===== src/dm_reg_pkg.sv =====
// debug register package
// DMI access format, debug register addresses and sbcs field layout

package dm_reg_pkg;

   localparam int DMI_ADDR_W = 7;
   localparam int DM_WORD_W  = 32;

   typedef logic [DMI_ADDR_W-1:0] dmi_addr_t;
   typedef logic [DM_WORD_W-1:0]  dm_word_t;

   // one debugger access, valid for a single cycle
   typedef struct packed {
      logic      en;
      logic      wr;                                   // 1 write, 0 read
      dmi_addr_t addr;
      dm_word_t  wdata;
   } dmi_req_t;

   // **************************************************
   // register map
   // **************************************************
   localparam dmi_addr_t DMCONTROL_ADDR  = 7'h10;
   localparam dmi_addr_t SBCS_ADDR       = 7'h38;
   localparam dmi_addr_t SBADDRESS0_ADDR = 7'h39;
   localparam dmi_addr_t SBDATA0_ADDR    = 7'h3c;

   // dmcontrol bits
   localparam int DMCONTROL_DMACTIVE = 0;
   localparam int DMCONTROL_NDMRESET = 1;

   // sbcs field positions
   localparam int SBCS_VERSION_LSB     = 29;
   localparam int SBCS_SBBUSYERROR     = 22;
   localparam int SBCS_SBBUSY          = 21;
   localparam int SBCS_SBREADONADDR    = 20;
   localparam int SBCS_SBACCESS_LSB    = 17;
   localparam int SBCS_SBAUTOINCREMENT = 16;
   localparam int SBCS_SBREADONDATA    = 15;
   localparam int SBCS_SBERROR_LSB     = 12;
   localparam int SBCS_ASIZE_LSB       = 5;
   localparam int SBCS_ACCESS_OK_LSB   = 0;

   typedef logic [2:0] sbcs_version_t;
   typedef logic [6:0] sbcs_asize_t;
   typedef logic [4:0] sbcs_access_ok_t;
   typedef logic [2:0] sberror_t;

   // read-only sbcs constants
   localparam sbcs_version_t   SBCS_VERSION   = 3'd1;
   localparam sbcs_asize_t     SBCS_ASIZE     = 7'd32;      // 32-bit system address
   localparam sbcs_access_ok_t SBCS_ACCESS_OK = 5'b00111;   // 8, 16 and 32 bit accesses

endpackage


===== src/sb_bus_pkg.sv =====
// system bus package
// Wishbone request/response, access size and error encodings,
// master state and the status sent back to the register file

package sb_bus_pkg;

   localparam int SB_ADDR_W = 32;
   localparam int SB_DATA_W = 32;
   localparam int SB_SEL_W  = SB_DATA_W / 8;

   typedef logic [SB_ADDR_W-1:0] sb_addr_t;
   typedef logic [SB_DATA_W-1:0] sb_data_t;
   typedef logic [SB_SEL_W-1:0]  sb_sel_t;

   // sbaccess encoding, ACC64 and above are rejected
   typedef enum logic [2:0] {
      ACC8  = 3'd0,
      ACC16 = 3'd1,
      ACC32 = 3'd2,
      ACC64 = 3'd3
   } sb_access_e;

   // sberror encoding
   typedef enum logic [2:0] {
      NONE      = 3'd0,
      BUS_ERR   = 3'd2,
      UNALIGNED = 3'd3,
      BAD_SIZE  = 3'd4
   } sb_err_e;

   // **************************************************
   // Wishbone classic
   // **************************************************
   typedef struct packed {
      logic     cyc;
      logic     stb;
      logic     we;
      sb_addr_t adr;                                   // word address
      sb_sel_t  sel;
      sb_data_t dat;
   } wb_req_t;

   typedef struct packed {
      logic     ack;
      logic     err;
      sb_data_t dat;
   } wb_rsp_t;

   typedef enum logic [1:0] {
      IDLE  = 2'd0,
      CHECK = 2'd1,
      BUS   = 2'd2,
      DONE  = 2'd3
   } sb_state_e;

   // master to register file
   typedef struct packed {
      logic     busy;
      logic     done;                                  // one cycle at the end of an access
      logic     err_valid;
      sb_err_e  err_code;
      logic     rdata_valid;
      sb_data_t rdata;
   } sb_status_t;

endpackage


===== src/dm_top.sv =====
// debug module top level
// debug register file plus a Wishbone system bus master,
// debug logic held in reset until dmactive is written

module dm_top
   import dm_reg_pkg::*;
   import sb_bus_pkg::*;
(
   input  logic     clk,
   input  logic     rst_n,
   input  dmi_req_t dmi_req,
   output dm_word_t dmi_rdata,
   output wb_req_t  wb_req,
   input  wb_rsp_t  wb_rsp,
   output logic     ndm_reset
);

   logic       dmactive;
   logic       dm_rst_n;                               // debug logic reset
   logic       start_rd, start_wr;
   sb_access_e sb_access;
   sb_addr_t   sb_addr;
   sb_data_t   sb_wdata;
   sb_status_t sb_status;

   assign dm_rst_n = rst_n & dmactive;

   dmi_regfile regfile_i (
      .clk       (clk),
      .rst_n     (rst_n),
      .dm_rst_n  (dm_rst_n),
      .dmi_req   (dmi_req),
      .dmi_rdata (dmi_rdata),
      .dmactive  (dmactive),
      .ndm_reset (ndm_reset),
      .sb_status (sb_status),
      .start_rd  (start_rd),
      .start_wr  (start_wr),
      .sb_access (sb_access),
      .sb_addr   (sb_addr),
      .sb_wdata  (sb_wdata)
   );

   sb_master master_i (
      .clk       (clk),
      .dm_rst_n  (dm_rst_n),
      .start_rd  (start_rd),
      .start_wr  (start_wr),
      .sb_access (sb_access),
      .sb_addr   (sb_addr),
      .sb_wdata  (sb_wdata),
      .sb_status (sb_status),
      .wb_req    (wb_req),
      .wb_rsp    (wb_rsp)
   );

endmodule


===== src/dmi_regfile.sv =====
// debug register file
// decodes DMI accesses, holds dmcontrol, sbcs, sbaddress0 and sbdata0,
// raises system bus start pulses and returns registered read data

module dmi_regfile
   import dm_reg_pkg::*;
   import sb_bus_pkg::*;
(
   input  logic       clk,
   input  logic       rst_n,
   input  logic       dm_rst_n,
   input  dmi_req_t   dmi_req,
   output dm_word_t   dmi_rdata,
   output logic       dmactive,
   output logic       ndm_reset,
   input  sb_status_t sb_status,
   output logic       start_rd,
   output logic       start_wr,
   output sb_access_e sb_access,
   output sb_addr_t   sb_addr,
   output sb_data_t   sb_wdata
);

   logic       busy;
   logic       dmi_wr, dmi_rd;
   logic       dmctl_wr, sbcs_wr, addr_wr, data_wr, data_rd;
   logic       sb_touch;                               // access to sbaddress0 or sbdata0
   logic       sbbusyerror, sbreadonaddr, sbautoincrement, sbreadondata;
   sb_access_e sbaccess;
   sberror_t   sberror;
   sb_addr_t   sbaddress0;
   sb_addr_t   addr_incr;
   sb_data_t   sbdata0;
   dm_word_t   sbcs_value;
   dm_word_t   rdata_mux;

   assign busy = sb_status.busy;

   // **************************************************
   // DMI decode
   // **************************************************
   assign dmi_wr   = dmi_req.en & dmi_req.wr;
   assign dmi_rd   = dmi_req.en & ~dmi_req.wr;
   assign dmctl_wr = dmi_wr & (dmi_req.addr == DMCONTROL_ADDR);
   assign sbcs_wr  = dmi_wr & (dmi_req.addr == SBCS_ADDR);
   assign addr_wr  = dmi_wr & (dmi_req.addr == SBADDRESS0_ADDR);
   assign data_wr  = dmi_wr & (dmi_req.addr == SBDATA0_ADDR);
   assign data_rd  = dmi_rd & (dmi_req.addr == SBDATA0_ADDR);
   assign sb_touch = dmi_req.en & ((dmi_req.addr == SBADDRESS0_ADDR) |
                                   (dmi_req.addr == SBDATA0_ADDR));

   // bus starts, only from an idle master
   assign start_wr = data_wr & ~busy;
   assign start_rd = ((addr_wr & sbreadonaddr) | (data_rd & sbreadondata)) & ~busy;

   assign addr_incr = sb_addr_t'(1) << sbaccess;      // access size in bytes

   // dmactive survives the debug reset it controls
   always_ff @(posedge clk) begin
      if (!rst_n) begin
         dmactive <= 1'b0;
      end else if (dmctl_wr) begin
         dmactive <= dmi_req.wdata[DMCONTROL_DMACTIVE];
      end
   end

   always_ff @(posedge clk) begin
      if (!dm_rst_n) begin
         ndm_reset <= 1'b0;
      end else if (dmctl_wr) begin
         ndm_reset <= dmi_req.wdata[DMCONTROL_NDMRESET];
      end
   end

   // **************************************************
   // sbcs
   // **************************************************
   always_ff @(posedge clk) begin
      if (!dm_rst_n) begin
         sbreadonaddr    <= 1'b0;
         sbaccess        <= ACC8;
         sbautoincrement <= 1'b0;
         sbreadondata    <= 1'b0;
      end else if (sbcs_wr && !busy) begin
         sbreadonaddr    <= dmi_req.wdata[SBCS_SBREADONADDR];
         sbaccess        <= sb_access_e'(dmi_req.wdata[SBCS_SBACCESS_LSB +: $bits(sb_access_e)]);
         sbautoincrement <= dmi_req.wdata[SBCS_SBAUTOINCREMENT];
         sbreadondata    <= dmi_req.wdata[SBCS_SBREADONDATA];
      end
   end

   always_ff @(posedge clk) begin
      if (!dm_rst_n) begin
         sbbusyerror <= 1'b0;
      end else if (sb_touch && busy) begin
         sbbusyerror <= 1'b1;                          // collision with a pending access
      end else if (sbcs_wr && dmi_req.wdata[SBCS_SBBUSYERROR]) begin
         sbbusyerror <= 1'b0;                          // write 1 to clear
      end
   end

   always_ff @(posedge clk) begin
      if (!dm_rst_n) begin
         sberror <= '0;
      end else if (sb_status.err_valid) begin
         sberror <= sberror_t'(sb_status.err_code);
      end else if (sbcs_wr && !busy) begin
         sberror <= sberror & ~dmi_req.wdata[SBCS_SBERROR_LSB +: $bits(sberror_t)];
      end
   end

   // address and data, DMI side blocked while busy
   always_ff @(posedge clk) begin
      if (addr_wr && !busy) begin
         sbaddress0 <= dmi_req.wdata;
      end else if (sb_status.done && sbautoincrement) begin
         sbaddress0 <= sbaddress0 + addr_incr;
      end
   end

   always_ff @(posedge clk) begin
      if (data_wr && !busy) begin
         sbdata0 <= dmi_req.wdata;
      end else if (sb_status.rdata_valid) begin
         sbdata0 <= sb_status.rdata;                   // read result from the bus
      end
   end

   assign sb_access = sbaccess;
   assign sb_addr   = sbaddress0;
   assign sb_wdata  = sbdata0;

   // **************************************************
   // read path
   // **************************************************
   always_comb begin
      sbcs_value = '0;
      sbcs_value[SBCS_VERSION_LSB +: $bits(sbcs_version_t)]     = SBCS_VERSION;
      sbcs_value[SBCS_SBBUSYERROR]                              = sbbusyerror;
      sbcs_value[SBCS_SBBUSY]                                   = busy;
      sbcs_value[SBCS_SBREADONADDR]                             = sbreadonaddr;
      sbcs_value[SBCS_SBACCESS_LSB +: $bits(sb_access_e)]       = sbaccess;
      sbcs_value[SBCS_SBAUTOINCREMENT]                          = sbautoincrement;
      sbcs_value[SBCS_SBREADONDATA]                             = sbreadondata;
      sbcs_value[SBCS_SBERROR_LSB +: $bits(sberror_t)]          = sberror;
      sbcs_value[SBCS_ASIZE_LSB +: $bits(sbcs_asize_t)]         = SBCS_ASIZE;
      sbcs_value[SBCS_ACCESS_OK_LSB +: $bits(sbcs_access_ok_t)] = SBCS_ACCESS_OK;
   end

   always_comb begin
      case (dmi_req.addr)
         DMCONTROL_ADDR:  rdata_mux = {30'b0, ndm_reset, dmactive};
         SBCS_ADDR:       rdata_mux = sbcs_value;
         SBADDRESS0_ADDR: rdata_mux = sbaddress0;
         SBDATA0_ADDR:    rdata_mux = sbdata0;
         default:         rdata_mux = '0;
      endcase
   end

   // reads as zero while the debug logic is inactive
   always_ff @(posedge clk) begin
      if (!dm_rst_n) begin
         dmi_rdata <= '0;
      end else if (dmi_rd) begin
         dmi_rdata <= rdata_mux;
      end
   end

endmodule


===== src/sb_lane_align.sv =====
// system bus lane steering
// byte select and replicated write data from size and address,
// read lane shifted down and zero extended

module sb_lane_align
   import sb_bus_pkg::*;
(
   input  sb_access_e access,
   input  sb_addr_t   addr,
   input  sb_data_t   wdata,
   input  sb_data_t   bus_rdata,
   output sb_sel_t    sel,
   output sb_data_t   bus_wdata,
   output sb_data_t   rdata
);

   sb_data_t shifted;

   assign shifted = bus_rdata >> {addr[1:0], 3'b000};   // selected lane down to bit 0

   always_comb begin
      case (access)
         ACC8: begin
            sel       = sb_sel_t'(4'b0001) << addr[1:0];
            bus_wdata = {4{wdata[7:0]}};
            rdata     = {24'b0, shifted[7:0]};
         end
         ACC16: begin
            sel       = sb_sel_t'(4'b0011) << {addr[1], 1'b0};
            bus_wdata = {2{wdata[15:0]}};
            rdata     = {16'b0, shifted[15:0]};
         end
         ACC32: begin
            sel       = 4'b1111;
            bus_wdata = wdata;
            rdata     = bus_rdata;
         end
         default: begin                                // illegal sizes never reach the bus
            sel       = 4'b0000;
            bus_wdata = wdata;
            rdata     = bus_rdata;
         end
      endcase
   end

endmodule


===== src/sb_master.sv =====
// system bus master
// checks size and alignment, runs one Wishbone classic cycle
// and reports completion, errors and read data

module sb_master
   import sb_bus_pkg::*;
(
   input  logic       clk,
   input  logic       dm_rst_n,
   input  logic       start_rd,
   input  logic       start_wr,
   input  sb_access_e sb_access,
   input  sb_addr_t   sb_addr,
   input  sb_data_t   sb_wdata,
   output sb_status_t sb_status,
   output wb_req_t    wb_req,
   input  wb_rsp_t    wb_rsp
);

   sb_state_e state, state_nxt;
   logic      is_write;                                // direction of the current access
   sb_err_e   err_code;
   sb_err_e   check_code;
   logic      unaligned, bad_size;
   sb_sel_t   lane_sel;
   sb_data_t  lane_wdata;
   sb_data_t  lane_rdata;
   sb_data_t  rdata_q;

   sb_lane_align lane_i (
      .access    (sb_access),
      .addr      (sb_addr),
      .wdata     (sb_wdata),
      .bus_rdata (wb_rsp.dat),
      .sel       (lane_sel),
      .bus_wdata (lane_wdata),
      .rdata     (lane_rdata)
   );

   // **************************************************
   // access checks
   // **************************************************
   assign bad_size   = (sb_access > ACC32);
   assign unaligned  = ((sb_access == ACC16) & sb_addr[0]) |
                       ((sb_access == ACC32) & (|sb_addr[1:0]));
   assign check_code = bad_size ? BAD_SIZE : (unaligned ? UNALIGNED : NONE);

   always_comb begin
      state_nxt = state;
      case (state)
         IDLE:    if (start_rd || start_wr) state_nxt = CHECK;
         CHECK:   state_nxt = (check_code != NONE) ? DONE : BUS;
         BUS:     if (wb_rsp.ack || wb_rsp.err) state_nxt = DONE;
         DONE:    state_nxt = IDLE;
         default: state_nxt = IDLE;
      endcase
   end

   always_ff @(posedge clk) begin
      if (!dm_rst_n) begin
         state    <= IDLE;
         is_write <= 1'b0;
         err_code <= NONE;
      end else begin
         state <= state_nxt;
         if (state == IDLE && (start_rd || start_wr)) begin
            is_write <= start_wr;
            err_code <= NONE;
         end else if (state == CHECK) begin
            err_code <= check_code;
         end else if (state == BUS && wb_rsp.err) begin
            err_code <= BUS_ERR;
         end
      end
   end

   // aligned read data, taken on ack
   always_ff @(posedge clk) begin
      if (state == BUS && wb_rsp.ack && !wb_rsp.err && !is_write) begin
         rdata_q <= lane_rdata;
      end
   end

   // **************************************************
   // outputs
   // **************************************************
   always_comb begin
      wb_req     = '0;
      wb_req.cyc = (state == BUS);
      wb_req.stb = (state == BUS);
      wb_req.we  = is_write;
      wb_req.adr = {sb_addr[31:2], 2'b00};
      wb_req.sel = lane_sel;
      wb_req.dat = lane_wdata;
   end

   always_comb begin
      sb_status             = '0;
      sb_status.busy        = (state != IDLE);
      sb_status.done        = (state == DONE);
      sb_status.err_valid   = (state == DONE) & (err_code != NONE);
      sb_status.err_code    = err_code;
      sb_status.rdata_valid = (state == DONE) & ~is_write & (err_code == NONE);
      sb_status.rdata       = rdata_q;
   end

endmodule


===== config.mk =====
export PLATFORM = sky130hd
export DESIGN_NAME = dm_top
export DESIGN_NICKNAME = d
export VERILOG_FILES = /design/src/dm_reg_pkg.sv /design/src/sb_bus_pkg.sv /design/src/dm_top.sv /design/src/dmi_regfile.sv /design/src/sb_lane_align.sv /design/src/sb_master.sv
export SDC_FILE = /design/constraint.sdc
export NUM_CORES = 1
export LEC_CHECK = 0
export BUFFER_PORTS_ARGS = -buffer_cell sky130_fd_sc_hd__buf_2
export CAP_MARGIN = 20
export CORE_ASPECT_RATIO = 0.5
export CORE_UTILIZATION = 30
export DETAILED_ROUTE_END_ITERATION = 10
export HOLD_SLACK_MARGIN = 0.05
export PLACE_DENSITY_LB_ADDON = 0.1
export RECOVER_POWER = 100
export SLEW_MARGIN = 0
export SYNTH_ARGS = -nofsm -noshare
export SYNTH_HDL_FRONTEND = slang
export SYNTH_SLANG_ARGS = --single-unit
export TNS_END_PERCENT = 50

===== constraint.sdc =====
create_clock -name clk -period 5.1 [get_ports clk]
set_input_delay 1.275 -clock clk [delete_from_list [all_inputs] [get_ports clk]]
set_output_delay 1.275 -clock clk [all_outputs]
set_load 0.02 [all_outputs]

==> impl_metrics.yaml <==
drt:
  antenna_left: 0
  wl_mm: 32.7
  drt_iter0_markers: 855
  drc_errors: 0
  vias_per_cell: 5.30
  wl_per_cell_um: 23.3
  vias: 7441
  first_pass_iters: 7
pwr:
  power.total_mw: 2.64
  power_density_mw_per_mm2: 267
  p_switching_uw: 589
  p_clk_share_pct: 49.0
  power.internal_mw: 2.05
  swShare_pct: 22.3
  power_leakage_nw: 3.61
  p_comb_share_pct: 3.8
  seqPwrFrac_pct: 47.2
  ir_drop_mv: 0.239
layout:
  layout_commonest_cell: "nor2_1"
  mostFrequentLayoutCells: "nor2_1 (122), clkbuf_1 (107), edfxtp_1 (96), nand2_1 (87), buf_2 (74)"
  final_cells: 1405
  layout.nets: 1098
  drive_above_1_share_pct: 18.0
  area_growth_pct: 16.2
  fillers: 2947
clock_tree:
  clock_path_buffers: 2
  cts.sinks: 146
  h-tree-depth: 4
  clk_latency_ns: 0.45
  clock-root-buffer: "clkbuf_16"
  cts_tree: "done"
  hold_buffers: 0
  clkSlewWorstSetupHoldPaths_ns: 0.06
  cts_setup_buffers: 0
  cts_resized: 0
  cts_buffers: 17
grt:
  grt_first_pass_wirelength_mm: 47.0
  gr-total-overflow: 0
  antenna_found_initial: 3
  grt_max_degree: 59
  grtUsageTotal_pct: 22.7
  grt_pass1_vias: 6952
yosys:
  synth_edf_count: 96
  synth_top_area_cell: "edfxtp_1"
  syn_avg_cell_area_um2: 9.63
  synth_seq_cells: 146
  ys.flop_type: "edfxtp_1"
  synthArstFlopShare_pct: 0
  synth_cell_type_count: 71
  synthesis.area_mm2: 0.00853
  yosysWarnings: 0
  seq_area_frac_synth_pct: 45.5
  synth_area_leaders: "edfxtp_1 (34%), dfxtp_1 (12%), mux2_2 (5.8%), nor2_1 (5.3%), nand2_1 (3.8%)"
  synth_top_area_share_pct: 33.8
  netlist_instances: 886
placed_design:
  numPortBuffers: 178
  dpl.hpwl_mm: 24.7
  gp_congestion: 0.932
  dp_cells: 1371
sta:
  hold_viol: 0
  relSlewSlack_pct: -39.2
  hold_slack_ns: 0.466
  tightestPinTransition_ns: 2.07
  slew_violations: 91
  period_share_pct: 87.5
  setup_tns_ns: 0
  grt_setup_unrepaired: "false"
  skew_ns: 0.00930
  setup_violations: 0
  max_freq_mhz: 224
  fin_crit_ns: 4.46
die:
  die_area_mm2: 0.0292
  core_area_mm2: 0.0278
  die-width_um: 240
  ios: 181
  initial_core_util_pct: 30.7
  die_y_um: 121
  rows: 43
setup_path:
  cp_max_fo: 25
  critPathArrivalTime_ns: 4.54
  cp-end-kind: "flip-flop"
  required_ns: 5.18
  crit_type: "in2reg"
  cp_cell_sequence: "clkbuf_1 -> or3b_1 -> nor2_1 -> nand2_1 -> nand2_1 -> clkbuf_2"
  start_kind: "input port"
  cp_common_cell: "nand2_1"
  max_stage_delay_ns: 1.02
  critPathSlowestCell: "nor2_1"
status:
  outcome: "finished, violations left"
  failed_checks: "capacitance limit, slew limit"
hold_path:
  hold_class: "reg2reg"
run:
  drv_cap: 4
cell usage after synthesis (6+ instances only):
cell	n
a22oi_1	10
nand3_1	15
dfxtp_1	50
and3_1	8
a222oi_1	11
buf_4	43
nand2_1	87
nor3b_1	6
and2_1	19
xnor2_1	12
or2_2	6
o22ai_1	11
o21ai_0	33
mux2_2	44
mux2i_1	28
nor2_1	120
nand2b_1	6
edfxtp_1	96
inv_1	14
nand4_1	6
a21oi_1	64
ha_1	12
nor3_1	28
or3_1	6
clkbuf_1	42
a221oi_1	27
final timing paths:
| path | start | to | slack (ns) | cells after the start |
|---|---|---|---|---|
| hold reg to reg | regfile_i.sbbusyerror | regfile_i.sbbusyerror | 0.47 | 2 |
| hold / removal | regfile_i.sbbusyerror | regfile_i.sbbusyerror | 0.47 | 2 |
| setup reg to reg | regfile_i.sb_access[2] | regfile_i.sb_addr[26] | 0.64 | 11 |
| setup / recovery | dmi_req[33] | regfile_i.sb_addr[2] | 0.64 | 6 |
critical path: cells and delay by family:
kind	cells	cell delay (ns)
buf+inv	2	0.57
simple gates	4	2.66
state kept, by name, summed over array words and instances, names as in the netlist, 2 cells and up:
name	flops
regfile_i.sb_addr	32
master_i.state	2
master_i.rdata_q	32
master_i.err_code	3
regfile_i.sb_wdata	32
regfile_i.sb_access	3
regfile_i.dmi_rdata	32
regfile_i.sberror	3
power groups by stage:
| stage | clock network [mW] | registers, mW | logic, mW |
|---|---|---|---|
| 2_1_floorplan | 0 | 1.27 | 0.0355 |
| 3_3_place_gp | 0 | 1.27 | 0.104 |
| 3_5_place_dp | 0 | 1.27 | 0.104 |
| 4_1_cts | 1.32 | 1.25 | 0.104 |
| 5_1_grt | 1.36 | 1.25 | 0.108 |
| 6_report | 1.30 | 1.25 | 0.0996 |
metrics by stage:
step | cell area, um2 | setup slack, ns | utilization (%)
3_5_place_dp | 9540 | 1.22 | 34.3
3_3_place_gp | 9540 | 1.33 | 34.3
2_1_floorplan | 8530 | 0.159 | -
4_1_cts | 10100 | 0.981 | 36.5
5_1_grt | 9900 | 0.406 | 35.6
6_report | 9910 | 0.638 | 35.6
layer usage:
metal,global-route usage (%),up-vias,share of wire [%]
li1,-,3459,-
met1,34.4,3648,50
met2,31.3,293,41
met3,5.14,41,7.3
met4,6.81,0,2.0
met5,0,-,0
final cells by class:
class	instances	area (um2)	area share [%]
clock buffer	22	517	5.21
timing repair buffer	197	885	8.93
multi-input combinational	632	4000	40.4
antenna	2	5.00	0.0505
inverter	14	52.6	0.530
sequential	146	3880	39.2
tap	382	478	4.82
clock inverter	10	90.1	0.909
kinds of logic after synthesis:
group / after synthesis / share of synthesized area (%)
and+or+nand+nor: 340 / 19.8
buffers and inverters: 109 / 7.01
DFF: 146 / 45.5
muxes: 72 / 9.09
other: 1 / 0.0440
xor gates and xnor gates: 17 / 1.75
AOI/OAI and AO/OA: 188 / 14.8
adders and majority gates: 13 / 1.99
Note: power is estimated with default switching activity, not from simulation.
